File: config.mk
export PLATFORM = sky130hd
export DESIGN_NAME = fetch_stage
export DESIGN_NICKNAME = d
export VERILOG_FILES = /design/src/verilog/cpu_pkg.sv /design/src/verilog/fetch_stage.sv
export SDC_FILE = /design/constraint.sdc
export NUM_CORES = 1
export LEC_CHECK = 0
export BUFFER_PORTS_ARGS = -buffer_cell sky130_fd_sc_hd__clkbuf_2
export CELL_PAD_IN_SITES_DETAIL_PLACEMENT = 1
export CELL_PAD_IN_SITES_GLOBAL_PLACEMENT = 2
export CORE_MARGIN = 5
export CORE_UTILIZATION = 30
export CTS_BUF_LIST = sky130_fd_sc_hd__clkbuf_4 sky130_fd_sc_hd__clkbuf_8
export DETAILED_ROUTE_END_ITERATION = 12
export PLACE_DENSITY_LB_ADDON = 0.12
export SETUP_SLACK_MARGIN = 0.02
export SLEW_MARGIN = 10
export SYNTH_ARGS = -nofsm -noshare
export SYNTH_HDL_FRONTEND = slang
export SYNTH_SLANG_ARGS = --single-unit
File: constraint.sdc
create_clock -name clk -period 3.5 [get_ports clk]
set_input_delay 0.525 -clock clk [delete_from_list [all_inputs] [get_ports clk]]
set_output_delay 0.525 -clock clk [all_outputs]
set_load 0.03 [all_outputs]
File: src/program.hex
// one 16-bit instruction per line, word address 0 first
// opcode in bits 15..11, rs 10..8, rt 7..5, rd 4..2, immediates in the low bits
C105 // 00 lbi r1, 5
C2FD // 01 lbi r2, -3
D94C // 02 add r3, r1, r2
4387 // 03 addi r4, r3, 7
DC70 // 04 add r4, r4, r3
C510 // 05 lbi r5, 0x10
8582 // 06 st r4, [r5+2]
45C1 // 07 addi r6, r5, 1
8E21 // 08 ld r1, [r6+1]
D928 // 09 add r2, r1, r1
9D44 // 0a stu r2, [r5+4]
4560 // 0b addi r3, r5, 0
9D61 // 0c stu r3, [r5+1]
8DDF // 0d ld r6, [r5-1]
6001 // 0e beqz r0, +1 taken
C155 // 0f lbi r1, 0x55 wrong path
6401 // 10 beqz r4, +1 not taken
4121 // 11 addi r1, r1, 1
2001 // 12 j +1
C266 // 13 lbi r2, 0x66 wrong path
3001 // 14 jal +1
C377 // 15 lbi r3, 0x77 wrong path
2F03 // 16 jr r7, +3
C444 // 17 lbi r4, 0x44 wrong path
DF24 // 18 add r1, r7, r1
0000 // 19 halt

File: src/verilog/cpu_pkg.sv
package cpu_pkg;

  // datapath and instruction width, every register and memory word is this wide
  localparam int word_w = 16;

  // eight architectural registers need a three bit index
  localparam int reg_w = 3;

  // opcode sits in the top five bits of every instruction
  localparam int op_w = 5;

  // jal always writes its return address here
  localparam logic [reg_w-1:0] link_reg = 3'd7;

  // on-chip memories, both addressed by word
  localparam int imem_depth = 256;
  localparam int dmem_depth = 256;
  localparam int imem_aw = $clog2(imem_depth);
  localparam int dmem_aw = $clog2(dmem_depth);

  // bit positions of the instruction fields
  localparam int op_lsb = 11;
  localparam int rs_lsb = 8;
  localparam int rt_lsb = 5;
  localparam int rd_lsb = 2;

  // immediate field widths, all sign extended from the low bits
  localparam int imm5_w = 5;
  localparam int imm8_w = 8;
  localparam int disp_w = 11;

  // opcodes of the supported subset
  localparam logic [op_w-1:0] op_halt = 5'b00000;
  localparam logic [op_w-1:0] op_j    = 5'b00100;
  localparam logic [op_w-1:0] op_jr   = 5'b00101;
  localparam logic [op_w-1:0] op_jal  = 5'b00110;
  localparam logic [op_w-1:0] op_addi = 5'b01000;
  localparam logic [op_w-1:0] op_beqz = 5'b01100;
  localparam logic [op_w-1:0] op_st   = 5'b10000;
  localparam logic [op_w-1:0] op_ld   = 5'b10001;
  localparam logic [op_w-1:0] op_stu  = 5'b10011;
  localparam logic [op_w-1:0] op_lbi  = 5'b11000;
  localparam logic [op_w-1:0] op_add  = 5'b11011;

  // next pc selection driven by decode
  localparam int pc_src_w = 2;
  localparam logic [pc_src_w-1:0] pc_seq      = 2'b00;
  localparam logic [pc_src_w-1:0] pc_redirect = 2'b10;

  // hex image loaded into the instruction rom
  localparam string rom_file = "/design/src/program.hex";

endpackage

File: src/verilog/fetch_stage.sv
`timescale 1ns/1ps

module fetch_stage (
  input  logic                       clk,
  input  logic                       arst_n,
  input  logic                       stall_decode,
  input  logic                       flush_fetch,
  input  logic                       halt_seen,
  input  logic [cpu_pkg::word_w-1:0] target,
  output logic [cpu_pkg::word_w-1:0] if_ins,
  output logic [cpu_pkg::word_w-1:0] if_pc,
  output logic                       if_valid
);

  import cpu_pkg::*;

  logic [word_w-1:0] rom [imem_depth];
  logic [word_w-1:0] pc;

  initial begin
    $readmemh(rom_file, rom);
  end

  // the pc counts words, so sequential flow adds one
  always_ff @(posedge clk or negedge arst_n) begin
    if (!arst_n) begin
      pc       <= '0;
      if_ins   <= '0;
      if_pc    <= '0;
      if_valid <= 1'b0;
    end else if (flush_fetch) begin
      // on a redirect from decode the word just read is on the wrong path
      pc       <= target;
      if_ins   <= '0;
      if_valid <= 1'b0;
    end else if (stall_decode) begin
      // decode is waiting on a producer so both pc and IF/ID hold
      pc <= pc;
    end else if (halt_seen) begin
      // pc stays frozen and decode only sees bubbles from here on
      if_ins   <= '0;
      if_valid <= 1'b0;
    end else begin
      pc       <= pc + word_w'(1);
      if_ins   <= rom[pc[imem_aw-1:0]];
      if_pc    <= pc;
      if_valid <= 1'b1;
    end
  end

endmodule

==> results of run 1 <==
state kept, by name (all words and copies together) (netlist names):
name and cells:
if_pc 16, if_valid 1, pc 16
per-layer routing:
layer,part of all wire [%],global-route usage [%],vias up
met1,45,14.44,589
li1,-,-,588
met4,1.5,4.317,0
met3,5.8,3.170,6
met2,48,18.57,37
met5,0,0,-
cell type report:
cell class	instances	area share [%]
multi-input cells	115	39.19
inverters	2	0.3750
flip-flops and latches	33	41.25
well taps	72	4.500
clock buffers	7	4.812
repair buffers	38	9.625
clock inverters	1	0.2500
cells by family (layout without fill, tap and decap cells):
| logic type | count (synthesis) | count (layout) |
|---|---|---|
| muxes | 19 | 19 |
| buffers and inverters | 25 | 48 |
| and+or+nand+nor | 49 | 49 |
| xor gates and xnor gates | 11 | 11 |
| adders and majority gates | 1 | 1 |
| DFF | 33 | 33 |
| other | 1 | 16 |
| AOI/OAI and AO/OA | 19 | 19 |
cell usage after synthesis, drive strengths merged:
library cell,count,share of area (%)
nor4,2,0.73
inv,2,0.44
nor2,4,1.0
and4,3,1.5
nand2b,3,1.1
nand2,17,3.9
mux2i,2,1.2
a211o,1,0.51
a21oi,2,0.58
ha,1,0.73
xor2,7,3.6
nand3,6,1.8
buf,19,8.1
o21ai,12,3.5
conb,1,0.22
xnor2,4,2.0
nand4bb,1,1.6
nor2b,1,0.36
and3,1,0.36
clkbuf,4,0.88
nor3,4,1.8
mux2,17,11
nand4,4,1.8
or2,2,0.73
a31oi,1,0.36
dfrtp,33,48
or4,1,0.44
o31a,3,1.5
how the worst min path moves through the flow:
stage              start         to  slack (ns)  cells after the start
2_1_floorplan     arst_n   if_pc[0]        0.23                      0
3_3_place_gp   if_pc[15]  if_pc[15]        0.48                      1
3_5_place_dp   if_pc[15]  if_pc[15]        0.48                      1
4_1_cts           arst_n   if_pc[8]        0.37                      1
5_1_grt           arst_n   if_pc[8]        0.42                      1
6_report          arst_n   if_pc[6]        0.34                      1
metrics by stage:
step | instance area [sq um] | power, uW | hold slack, ns | util, %
after global routing | 2002 | 1142 | 0.4165 | 36.13
final | 2002 | 1080 | 0.3375 | 36.13
after detailed placement | 1901 | 775.1 | 0.4814 | 34.30
after floorplan | 1772 | 697.8 | 0.2294 | -
after CTS | 2002 | 1104 | 0.3666 | 36.13
after global placement | 1901 | 768.3 | 0.4766 | 34.30
worst max-delay path, cell delays in order, from the launching register on:
cell and delay (ns):
sky130_fd_sc_hd__dfrtp_1 0.44, sky130_fd_sc_hd__ha_1 0.23, sky130_fd_sc_hd__and4_1 0.36, sky130_fd_sc_hd__nand2_2 0.09, sky130_fd_sc_hd__or4_1 0.48, sky130_fd_sc_hd__nand3_1 0.10
report_power, final:
group,total (uW),internal [uW],switching [uW]
combinational,272,92.8,180
sequential,489,442,47.2
clock,318,178,140
==> impl_metrics.json, run 1 <==
{
  "hp-class": "in -> async",
  "yosys_warnings": 0,
  "fillCellCount": 659,
  "cts_hold_repair.buffers": 0,
  "fp.dieW_um": 85.62,
  "synth.mux.area_fraction_pct": 12.33,
  "wl_um": 3843,
  "final_common_cell": "sky130_fd_sc_hd__clkbuf_2",
  "finClkSkew_ns": 0.002348,
  "timing_worst_setup_path_type": "reg -> reg",
  "die_height_um": 85.62,
  "max_cap_violations": 0,
  "grt_pass1_vias": 1381,
  "top_level_ports": 54,
  "simple_gate_share_of_the_synthesized_area_pct": 17.07,
  "synth_cells": 158,
  "grt_max_degree": 36,
  "critPathCaptureType": "flip-flop",
  "share_of_post_route_cells_with_drive_strength_above_1_pct": 34.18,
  "timing_max_transition_violations_final": 0,
  "fin_cells": 268,
  "cts_max_level": 2,
  "sort_of_element_at_the_start_of_the_critical_path": "flip-flop",
  "cellPowerDensity_nw_per_um2": 539.3,
  "clk_root_buffer_cell": "sky130_fd_sc_hd__clkbuf_8",
  "fraction_of_the_yosys_area_taken_by_sequential_cells_pct": 48.14,
  "placeableCoreArea_sq_um": 5540,
  "setup_repair_after_global_routing_missed_its_margin": "no",
  "cts_resized": 0,
  "post-place-cells": 260,
  "cp.required_ns": 3.71,
  "synth_top_family_by_area": "simple AND/OR/NAND/NOR gates",
  "worstPathMaxFanout": 6,
  "cts_buffers": 5,
  "drt_iter0_drc": 27,
  "area_overhead_of_the_layout_relative_to_synthesis_pct": 16.70,
  "synth-seq-cells": 33,
  "clk_latency_ns": 0.28,
  "cts_tree": "done",
  "synth_compound_area_share_pct": 6.492,
  "place.gp.congestion": 0.6633,
  "post_cts_setup_driven_buffer_insertion_count": 0,
  "starting_density_of_the_core_pct": 30.96,
  "wl_per_cell_um": 14.34,
  "dp_slack_ns": 1.445,
  "setup.reg_to_reg.worst_slack_ns": 1.75,
  "irDropWorstVdd_mv": 0.1633,
  "synthesis.area_sq_um": 1715,
  "final_cell_mix": "sky130_fd_sc_hd__clkbuf_2, sky130_fd_sc_hd__dfrtp_1, sky130_fd_sc_hd__nand2_1, sky130_fd_sc_hd__conb_1, sky130_fd_sc_hd__mux2_2",
  "route.detailed.vias_per_inst": 4.552,
  "min_period_ns": 1.753,
  "synth_xor_xnor_area_share_pct": 5.616,
  "report.final.hold_viol_count": 0,
  "r2r_start": "pc[0]",
  "worst_setup_path_startpoint": "pc[0]",
  "timing.reg2reg.worst_path_depth": 5,
  "synth_adder_area_share_pct": 0.7294,
  "detail-route-antenna-nets": 0,
  "floorplan.rows": 27,
  "clk_transition_reported_paths_ns": 0.07,
  "drt_pass1_iterations": 4,
  "gr-usage-all-layers_pct": 11.43,
  "drc_errors": 0,
  "report.final.setup_viol": 0,
  "wire_length_of_the_first_global_routing_pass_um": 6720,
  "register_area_sq_um": 825.8,
  "postSynthAreaPerCell_sq_um": 10.86,
  "timing.fmax_mhz": 570.3,
  "initial_antenna_violation_count": 0,
  "fin_tns_setup_ns": 0,
  "cts.sinks": 33,
  "timing.critical_path.to": "pc[12]",
  "footprint_of_the_multi_input_gates_sq_um": 784.5,
  "antenna_cells": 0,
  "vias_after_detailed_routing": 1220,
  "die_area_sq_um": 7330,
  "setup_slack_ns": 1.747,
  "numPortBuffers": 37,
  "nets": 217,
  "post-route-period-util_pct": 50.10,
  "slew-limit-headroom_pct": 44.00,
  "post_dp_hpwl_um": 2816,
  "grt_overflow_total": 0,
  "rr_endpoint": "pc[12]",
  "clock_tree.buffer_depth": 2,
  "synth_cell_types": 35,
  "critPathArrivalTime_ns": 1.97,
  "worstMarginPinSlew_ns": 0.8400,
  "total_leakage_power_uw": 0.0009019,
  "status": "finished, final reports clean"
}
Note: power is estimated with default switching activity, not from simulation.
==> run 2, diff against run 1 <==
- ABC_AREA: not set -> 1
- clock period: 3.5 -> 1.8 ns (I/O delays scaled with it)
==> run 2 against run 1 <==
Effect of this change: global-route usage up 2.3 points; sequential power rose by 91%; sequential share of layout area decreased by 3.3 points; first-iteration DRC count rose by 110%; hold slack worse by 0.13 ns; largest cell class is now multi-input combinational cells; highest routed layer unchanged.
==> impl_metrics.json, run 2 <==
{
  "status": "finished, final reports clean",
  "sort_of_element_at_the_start_of_the_critical_path": "flip-flop",
  "top_level_ports": 54,
  "switching_share_pct": 35.86,
  "yosysMostFrequentCell": "sky130_fd_sc_hd__nand2_1",
  "final_cell_mix": "sky130_fd_sc_hd__nand2_1, sky130_fd_sc_hd__clkbuf_2, sky130_fd_sc_hd__dfrtp_1",
  "timing.fmax_mhz": 689.6,
  "cp.required_ns": 1.96,
  "setup_repair_after_global_routing_missed_its_margin": "no",
  "drt_pass1_iterations": 4,
  "synth_cell_types": 28,
  "placeableCoreArea_sq_um": 5991,
  "wl_um": 5036,
  "wl_per_cell_um": 14.07,
  "largestRegisters": "if_pc: 16 flops, pc: 16 flops, if_valid: 1 flops",
  "synth_cells": 242,
  "synthesis.area_sq_um": 1879,
  "cellPowerDensity_nw_per_um2": 948.5,
  "post-route-period-util_pct": 80.56,
  "numPortBuffers": 37,
  "internal_power_uw": 1323,
  "report.final.setup_viol": 0,
  "post_dp_hpwl_um": 3830,
  "report.final.hold_viol_count": 0,
  "cts_hold_repair.buffers": 1,
  "synth_largest_type_area_fraction_pct": 43.94,
  "fin_tns_setup_ns": 0,
  "synthFlopType": "sky130_fd_sc_hd__dfrtp_1",
  "worstPathMaxFanout": 5,
  "share_of_post_route_cells_with_drive_strength_above_1_pct": 22.61,
  "nets": 304,
  "irDropWorstVdd_mv": 0.2863,
  "cts.sinks": 33,
  "area_overhead_of_the_layout_relative_to_synthesis_pct": 15.71,
  "route.detailed.vias_per_inst": 4.508,
  "net_switching_component_of_the_power_uw": 739.6,
  "max_cap_violations": 0,
  "timing_max_transition_violations_final": 0,
  "post_cts_setup_driven_buffer_insertion_count": 0,
  "clk_root_buffer_cell": "sky130_fd_sc_hd__clkbuf_8",
  "postSynthAreaPerCell_sq_um": 7.766,
  "netlist.top_cell.by_area": "sky130_fd_sc_hd__dfrtp_1",
  "hp-class": "in -> reg",
  "grt_max_degree": 32,
  "yosys_warnings": 0,
  "synth.area.top_cells": "sky130_fd_sc_hd__dfrtp_1, sky130_fd_sc_hd__nand2_1, sky130_fd_sc_hd__buf_4, sky130_fd_sc_hd__nor2_1, sky130_fd_sc_hd__inv_1",
  "finClkSkew_ns": 0.003630,
  "drc_errors": 0,
  "antenna_cells": 0,
  "cts_max_level": 2,
  "floorplan.rows": 28,
  "starting_density_of_the_core_pct": 31.37,
  "sequentialPowerShare_pct": 45.2,
  "wire_length_of_the_first_global_routing_pass_um": 8252,
  "critPathArrivalTime_ns": 1.61,
  "vias_after_detailed_routing": 1614,
  "place.gp.congestion": 0.7438,
  "timing_worst_setup_path_type": "reg -> reg",
  "path_cells": "ha_1 -> nand3_1 -> nor2_1 -> inv_1 -> o21ai_0 -> nand3b_1",
  "drt_iter0_drc": 58,
  "fillCellCount": 772,
  "min_period_ns": 1.450,
  "clk_transition_reported_paths_ns": 0.07,
  "comb_power_share_pct": 26.1,
  "clk_latency_ns": 0.28,
  "critPathCaptureType": "flip-flop",
  "clock_tree.buffer_depth": 2,
  "initial_antenna_violation_count": 0,
  "grt_overflow_total": 0,
  "crit_family": "simple AND/OR/NAND/NOR gates",
  "timing.critical_path.slowest_cell_delay_ns": 0.43,
  "synth-seq-cells": 33,
  "gr-usage-all-layers_pct": 13.76,
  "grt_pass1_vias": 1731,
  "final_common_cell": "sky130_fd_sc_hd__nand2_1",
  "critical_path_buf_inv_count": 1,
  "synth-async-reset-ratio_pct": 100.0,
  "synth_enable_flop_cells": 0,
  "cts_buffers": 5,
  "fraction_of_the_yosys_area_taken_by_sequential_cells_pct": 43.94,
  "cts_tree": "done",
  "power.share.clock_pct": 28.7,
  "detail-route-antenna-nets": 0,
  "cts_resized": 0,
  "die_height_um": 89.15,
  "critical_path.slowest_cell": "sky130_fd_sc_hd__dfrtp_1",
  "synth_top_cells_by_count": "sky130_fd_sc_hd__nand2_1, sky130_fd_sc_hd__dfrtp_1, sky130_fd_sc_hd__nor2_1",
  "total_leakage_power_uw": 0.001089,
  "die_area_sq_um": 7947,
  "fp.dieW_um": 89.15,
  "hold_ws_ns": 0.2030
}
-- run 2: final timing paths --
check	slack, ns	cells past startpoint	endpoint	startpoint
min reg2reg	0.48	2	if_pc[1]	if_pc[1]
min	0.20	3	pc[5]	target[5]
max reg2reg	0.35	6	pc[14]	pc[1]
max in group asynchronous	0.94	3	pc[14]	arst_n
min in group asynchronous	0.42	2	if_pc[1]	arst_n
max	0.35	6	pc[14]	pc[1]
-- run 2: tightest hold or removal path, delay by kind of cell --
| family | cells | cell delay, ns |
|---|---|---|
| buffers and inverters | 1 | 0.08 |
| AND/OR/NAND/NOR | 2 | 0.10 |
-- run 2: layout make-up --
cell class	instances	area, sq um	share of cell area [%]
Timing Repair Buffer	41	230.2	10.59
Sequential cell	33	825.8	37.97
Tap cell	75	93.84	4.315
Multi-Input combinational cell	179	848.3	39.01
Inverter	22	85.08	3.913
Clock buffer	8	91.34	4.200
-- run 2: power groups by stage --
| stage | registers (uW) | logic (uW) | clock network [uW] |
|---|---|---|---|
| 6_report | 933 | 538 | 591 |
| 5_1_grt | 951 | 599 | 649 |
| 4_1_cts | 935 | 552 | 614 |
| 3_5_place_dp | 948 | 549 | 0 |
| 3_3_place_gp | 948 | 542 | 0 |
| 2_1_floorplan | 1070 | 270 | 0 |
-- run 2: through the flow --
step	setup slack, ns	power [uW]	utilization (%)	instance area, sq um	std cells
after floorplan	0.5859	1339	-	1936	257
after global placement	0.3735	1491	34.61	2073	349
after detailed placement	0.3478	1497	34.61	2073	349
after CTS	0.3396	2102	36.30	2175	358
after global routing	0.1982	2199	36.30	2175	358
final	0.3499	2063	36.30	2175	358
-- run 2: routing by layer --
metal  global-route usage, %  vias up  wire length, um
met2                   22.17       38             2331
met3                   3.594        5              279
li1                        -      817                -
met4                   4.465        0               69
met1                   17.98      754             2356
met5                       0        -                0
-- run 2: kinds of logic (layout without fill, tap and decap cells) --
family	Yosys count	count (layout)	share of synthesized area, %
DFF	33	33	43.94
xor gates and xnor gates	3	3	1.398
buffers and inverters	45	71	13.91
and+or+nand+nor	130	130	31.29
adders and majority gates	1	1	0.6657
AOI/OAI and AO/OA	29	29	8.589
other	1	16	0.1995
==> run 3, diff against run 2 <==
- CORE_UTILIZATION: 30 -> 27
- clock period: 1.8 -> 1.3 ns (I/O delays scaled with it)
==> run 3 against run 2 <==
Effect of this change: clock skew increased by 0.0092 ns; critical path depth increased by 1; clock-buffer cell count decreased by 2; die area increased by 9.8%; maximum frequency increased by 17%; total power increased by 44%; highest routed layer unchanged; global-route usage decreased by 0.75 points; sequential power increased by 38%; final area increased by 13%; worst setup slack got worse by 0.29 ns.
==> impl_metrics.json, run 3 (same netlist as run 2, synthesis figures left out) <==
{
  "drc_errors": 0,
  "clk_transition_reported_paths_ns": 0.08,
  "hold_ws_ns": 0.1150,
  "total_leakage_power_uw": 0.001209,
  "clk_latency_ns": 0.29,
  "wire_length_of_the_first_global_routing_pass_um": 8818,
  "critPathArrivalTime_ns": 1.41,
  "path_cells": "buf_4 -> nand3_2 -> nor2_2 -> buf_4 -> nand4_1 -> nand3_1 -> nand2_1",
  "power.share.clock_pct": 26.6,
  "cts_tree": "done",
  "cp_common_cell": "sky130_fd_sc_hd__buf_4",
  "drt_pass1_iterations": 4,
  "critical_path.slowest_cell": "sky130_fd_sc_hd__dfrtp_2",
  "detail-route-antenna-nets": 0,
  "irDropWorstVdd_mv": 0.3307,
  "report.final.hold_viol_count": 0,
  "sort_of_element_at_the_start_of_the_critical_path": "flip-flop",
  "hp-class": "in -> reg",
  "timing.critical_path.slowest_cell_delay_ns": 0.43,
  "fin_cells": 401,
  "route.detailed.vias_per_inst": 4.297,
  "finClkSkew_ns": 0.01287,
  "timing_max_transition_violations_final": 0,
  "drt_iter0_drc": 36,
  "comb_power_share_pct": 29.9,
  "largestRegisters": "if_pc: 16 flops, pc: 16 flops, if_valid: 1 flops",
  "max_cap_violations": 0,
  "cp.required_ns": 1.48,
  "rr_endpoint": "pc[13]",
  "nets": 326,
  "net_switching_component_of_the_power_uw": 1104,
  "report.final.setup_viol": 0,
  "die_area_sq_um": 8729,
  "grt_max_degree": 23,
  "setup.reg_to_reg.worst_slack_ns": 0.06,
  "area_overhead_of_the_layout_relative_to_synthesis_pct": 30.83,
  "timing.fmax_mhz": 807.6,
  "floorplan.rows": 30,
  "numPortBuffers": 37,
  "worstHoldEndpoint": "pc[2]",
  "final_cell_mix": "sky130_fd_sc_hd__nand2_1, sky130_fd_sc_hd__clkbuf_2, sky130_fd_sc_hd__dfrtp_1",
  "critPathCaptureType": "flip-flop",
  "report.power.total_uw": 2977,
  "timing_worst_setup_path_type": "reg -> reg",
  "critical_path_buf_inv_count": 2,
  "grt_overflow_total": 0,
  "top_level_ports": 54,
  "share_of_post_route_cells_with_drive_strength_above_1_pct": 34.43,
  "cts_buffers": 5,
  "wl_per_cell_um": 13.60,
  "fillCellCount": 851,
  "r2r_start": "pc[2]",
  "hp-start": "target[2]",
  "status": "finished, final reports clean",
  "antenna_cells": 0,
  "final_common_cell": "sky130_fd_sc_hd__nand2_1",
  "fp.dieW_um": 93.43,
  "starting_density_of_the_core_pct": 27.66,
  "post-place-cells": 383,
  "worstHoldPathCells": 3,
  "dp_slack_ns": -0.07242,
  "internal_power_uw": 1873,
  "post_dp_hpwl_um": 4006,
  "worstPathMaxFanout": 6,
  "crit_family": "flip-flops",
  "timing.reg2reg.worst_path_depth": 7,
  "cellPowerDensity_nw_per_um2": 1211,
  "place.gp.congestion": 0.7766,
  "wl_um": 5455,
  "clock_tree.buffer_depth": 2,
  "gr-usage-all-layers_pct": 13.01,
  "cts_max_level": 2,
  "initial_antenna_violation_count": 0,
  "placeableCoreArea_sq_um": 6794,
  "setup_slack_ns": 0.06182,
  "post-route-period-util_pct": 95.24,
  "grt_pass1_vias": 1796,
  "min_period_ns": 1.238,
  "fin_tns_setup_ns": 0,
  "vias_after_detailed_routing": 1723,
  "cts.sinks": 33,
  "setup_repair_after_global_routing_missed_its_margin": "yes",
  "die_height_um": 93.43,
  "clk_root_buffer_cell": "sky130_fd_sc_hd__clkbuf_8",
  "switching_share_pct": 37.07,
  "sequentialPowerShare_pct": 43.5
}
==> run 3: repair_timing <==
| action | 4_1_cts | 5_1_grt |
|---|---|---|
| buffers inserted | 2 | 7 |
| setup endpoints to repair | 6 | 11 |
| hold buffers | 1 | 0 |
| resized for setup | 8 | 20 |
| pin swaps | 5 | 10 |
| endpoints found under the hold margin | 11 | 0 |
==> run 3: metrics by stage <==
stage	util (%)	cell area (sq um)
detailed placement	32.34	2197
CTS	34.24	2326
global placement	32.34	2197
floorplan	-	1936
finish	36.19	2459
global route	36.19	2459
==> run 3: tightest hold or removal path: cells and delay by family <==
kind | cells | cell delay [ns]
buffers and inverters | 1 | 0.07
AOI/OAI and AO/OA | 1 | 0.06
and+or+nand+nor | 1 | 0.05
==> run 3: how the worst max path moves through the flow <==
stage | from | to | slack (ns) | cells after the start
finish | pc[2] | pc[13] | 0.06 | 7
global route | pc[2] | pc[15] | -0.01 | 7
CTS | pc[1] | pc[12] | 0.02 | 8
detailed placement | pc[1] | pc[14] | -0.07 | 6
global placement | pc[0] | pc[14] | 0.004 | 6
floorplan | pc[1] | pc[14] | 0.09 | 6
==> run 3: power groups by stage <==
| stage | logic, uW | clock network [uW] | registers, uW |
|---|---|---|---|
| floorplan | 373 | 0 | 1480 |
| global placement | 796 | 0 | 1300 |
| detailed placement | 801 | 0 | 1310 |
| CTS | 829 | 822 | 1290 |
| global route | 974 | 873 | 1320 |
| finish | 890 | 793 | 1290 |
==> run 3: metal layers <==
| layer | vias to the layer above | GRT usage (%) | share of wire (%) |
|---|---|---|---|
| li1 | 862 | - | - |
| met1 | 813 | 16.43 | 46 |
| met2 | 43 | 21.86 | 48 |
| met3 | 5 | 3.298 | 5.2 |
| met4 | 0 | 3.663 | 1.2 |
| met5 | - | 0 | 0 |
==> run 3: area by class of cell <==
type	count	area (sq um)	area share, %
clock inverter	2	10.01	0.4071
sequential	33	832.0	33.84
multi-input combinational	179	935.9	38.07
timing repair buffer	63	399.1	16.23
tap	96	120.1	4.885
clock buffer	6	76.32	3.104
inverter	22	85.08	3.461
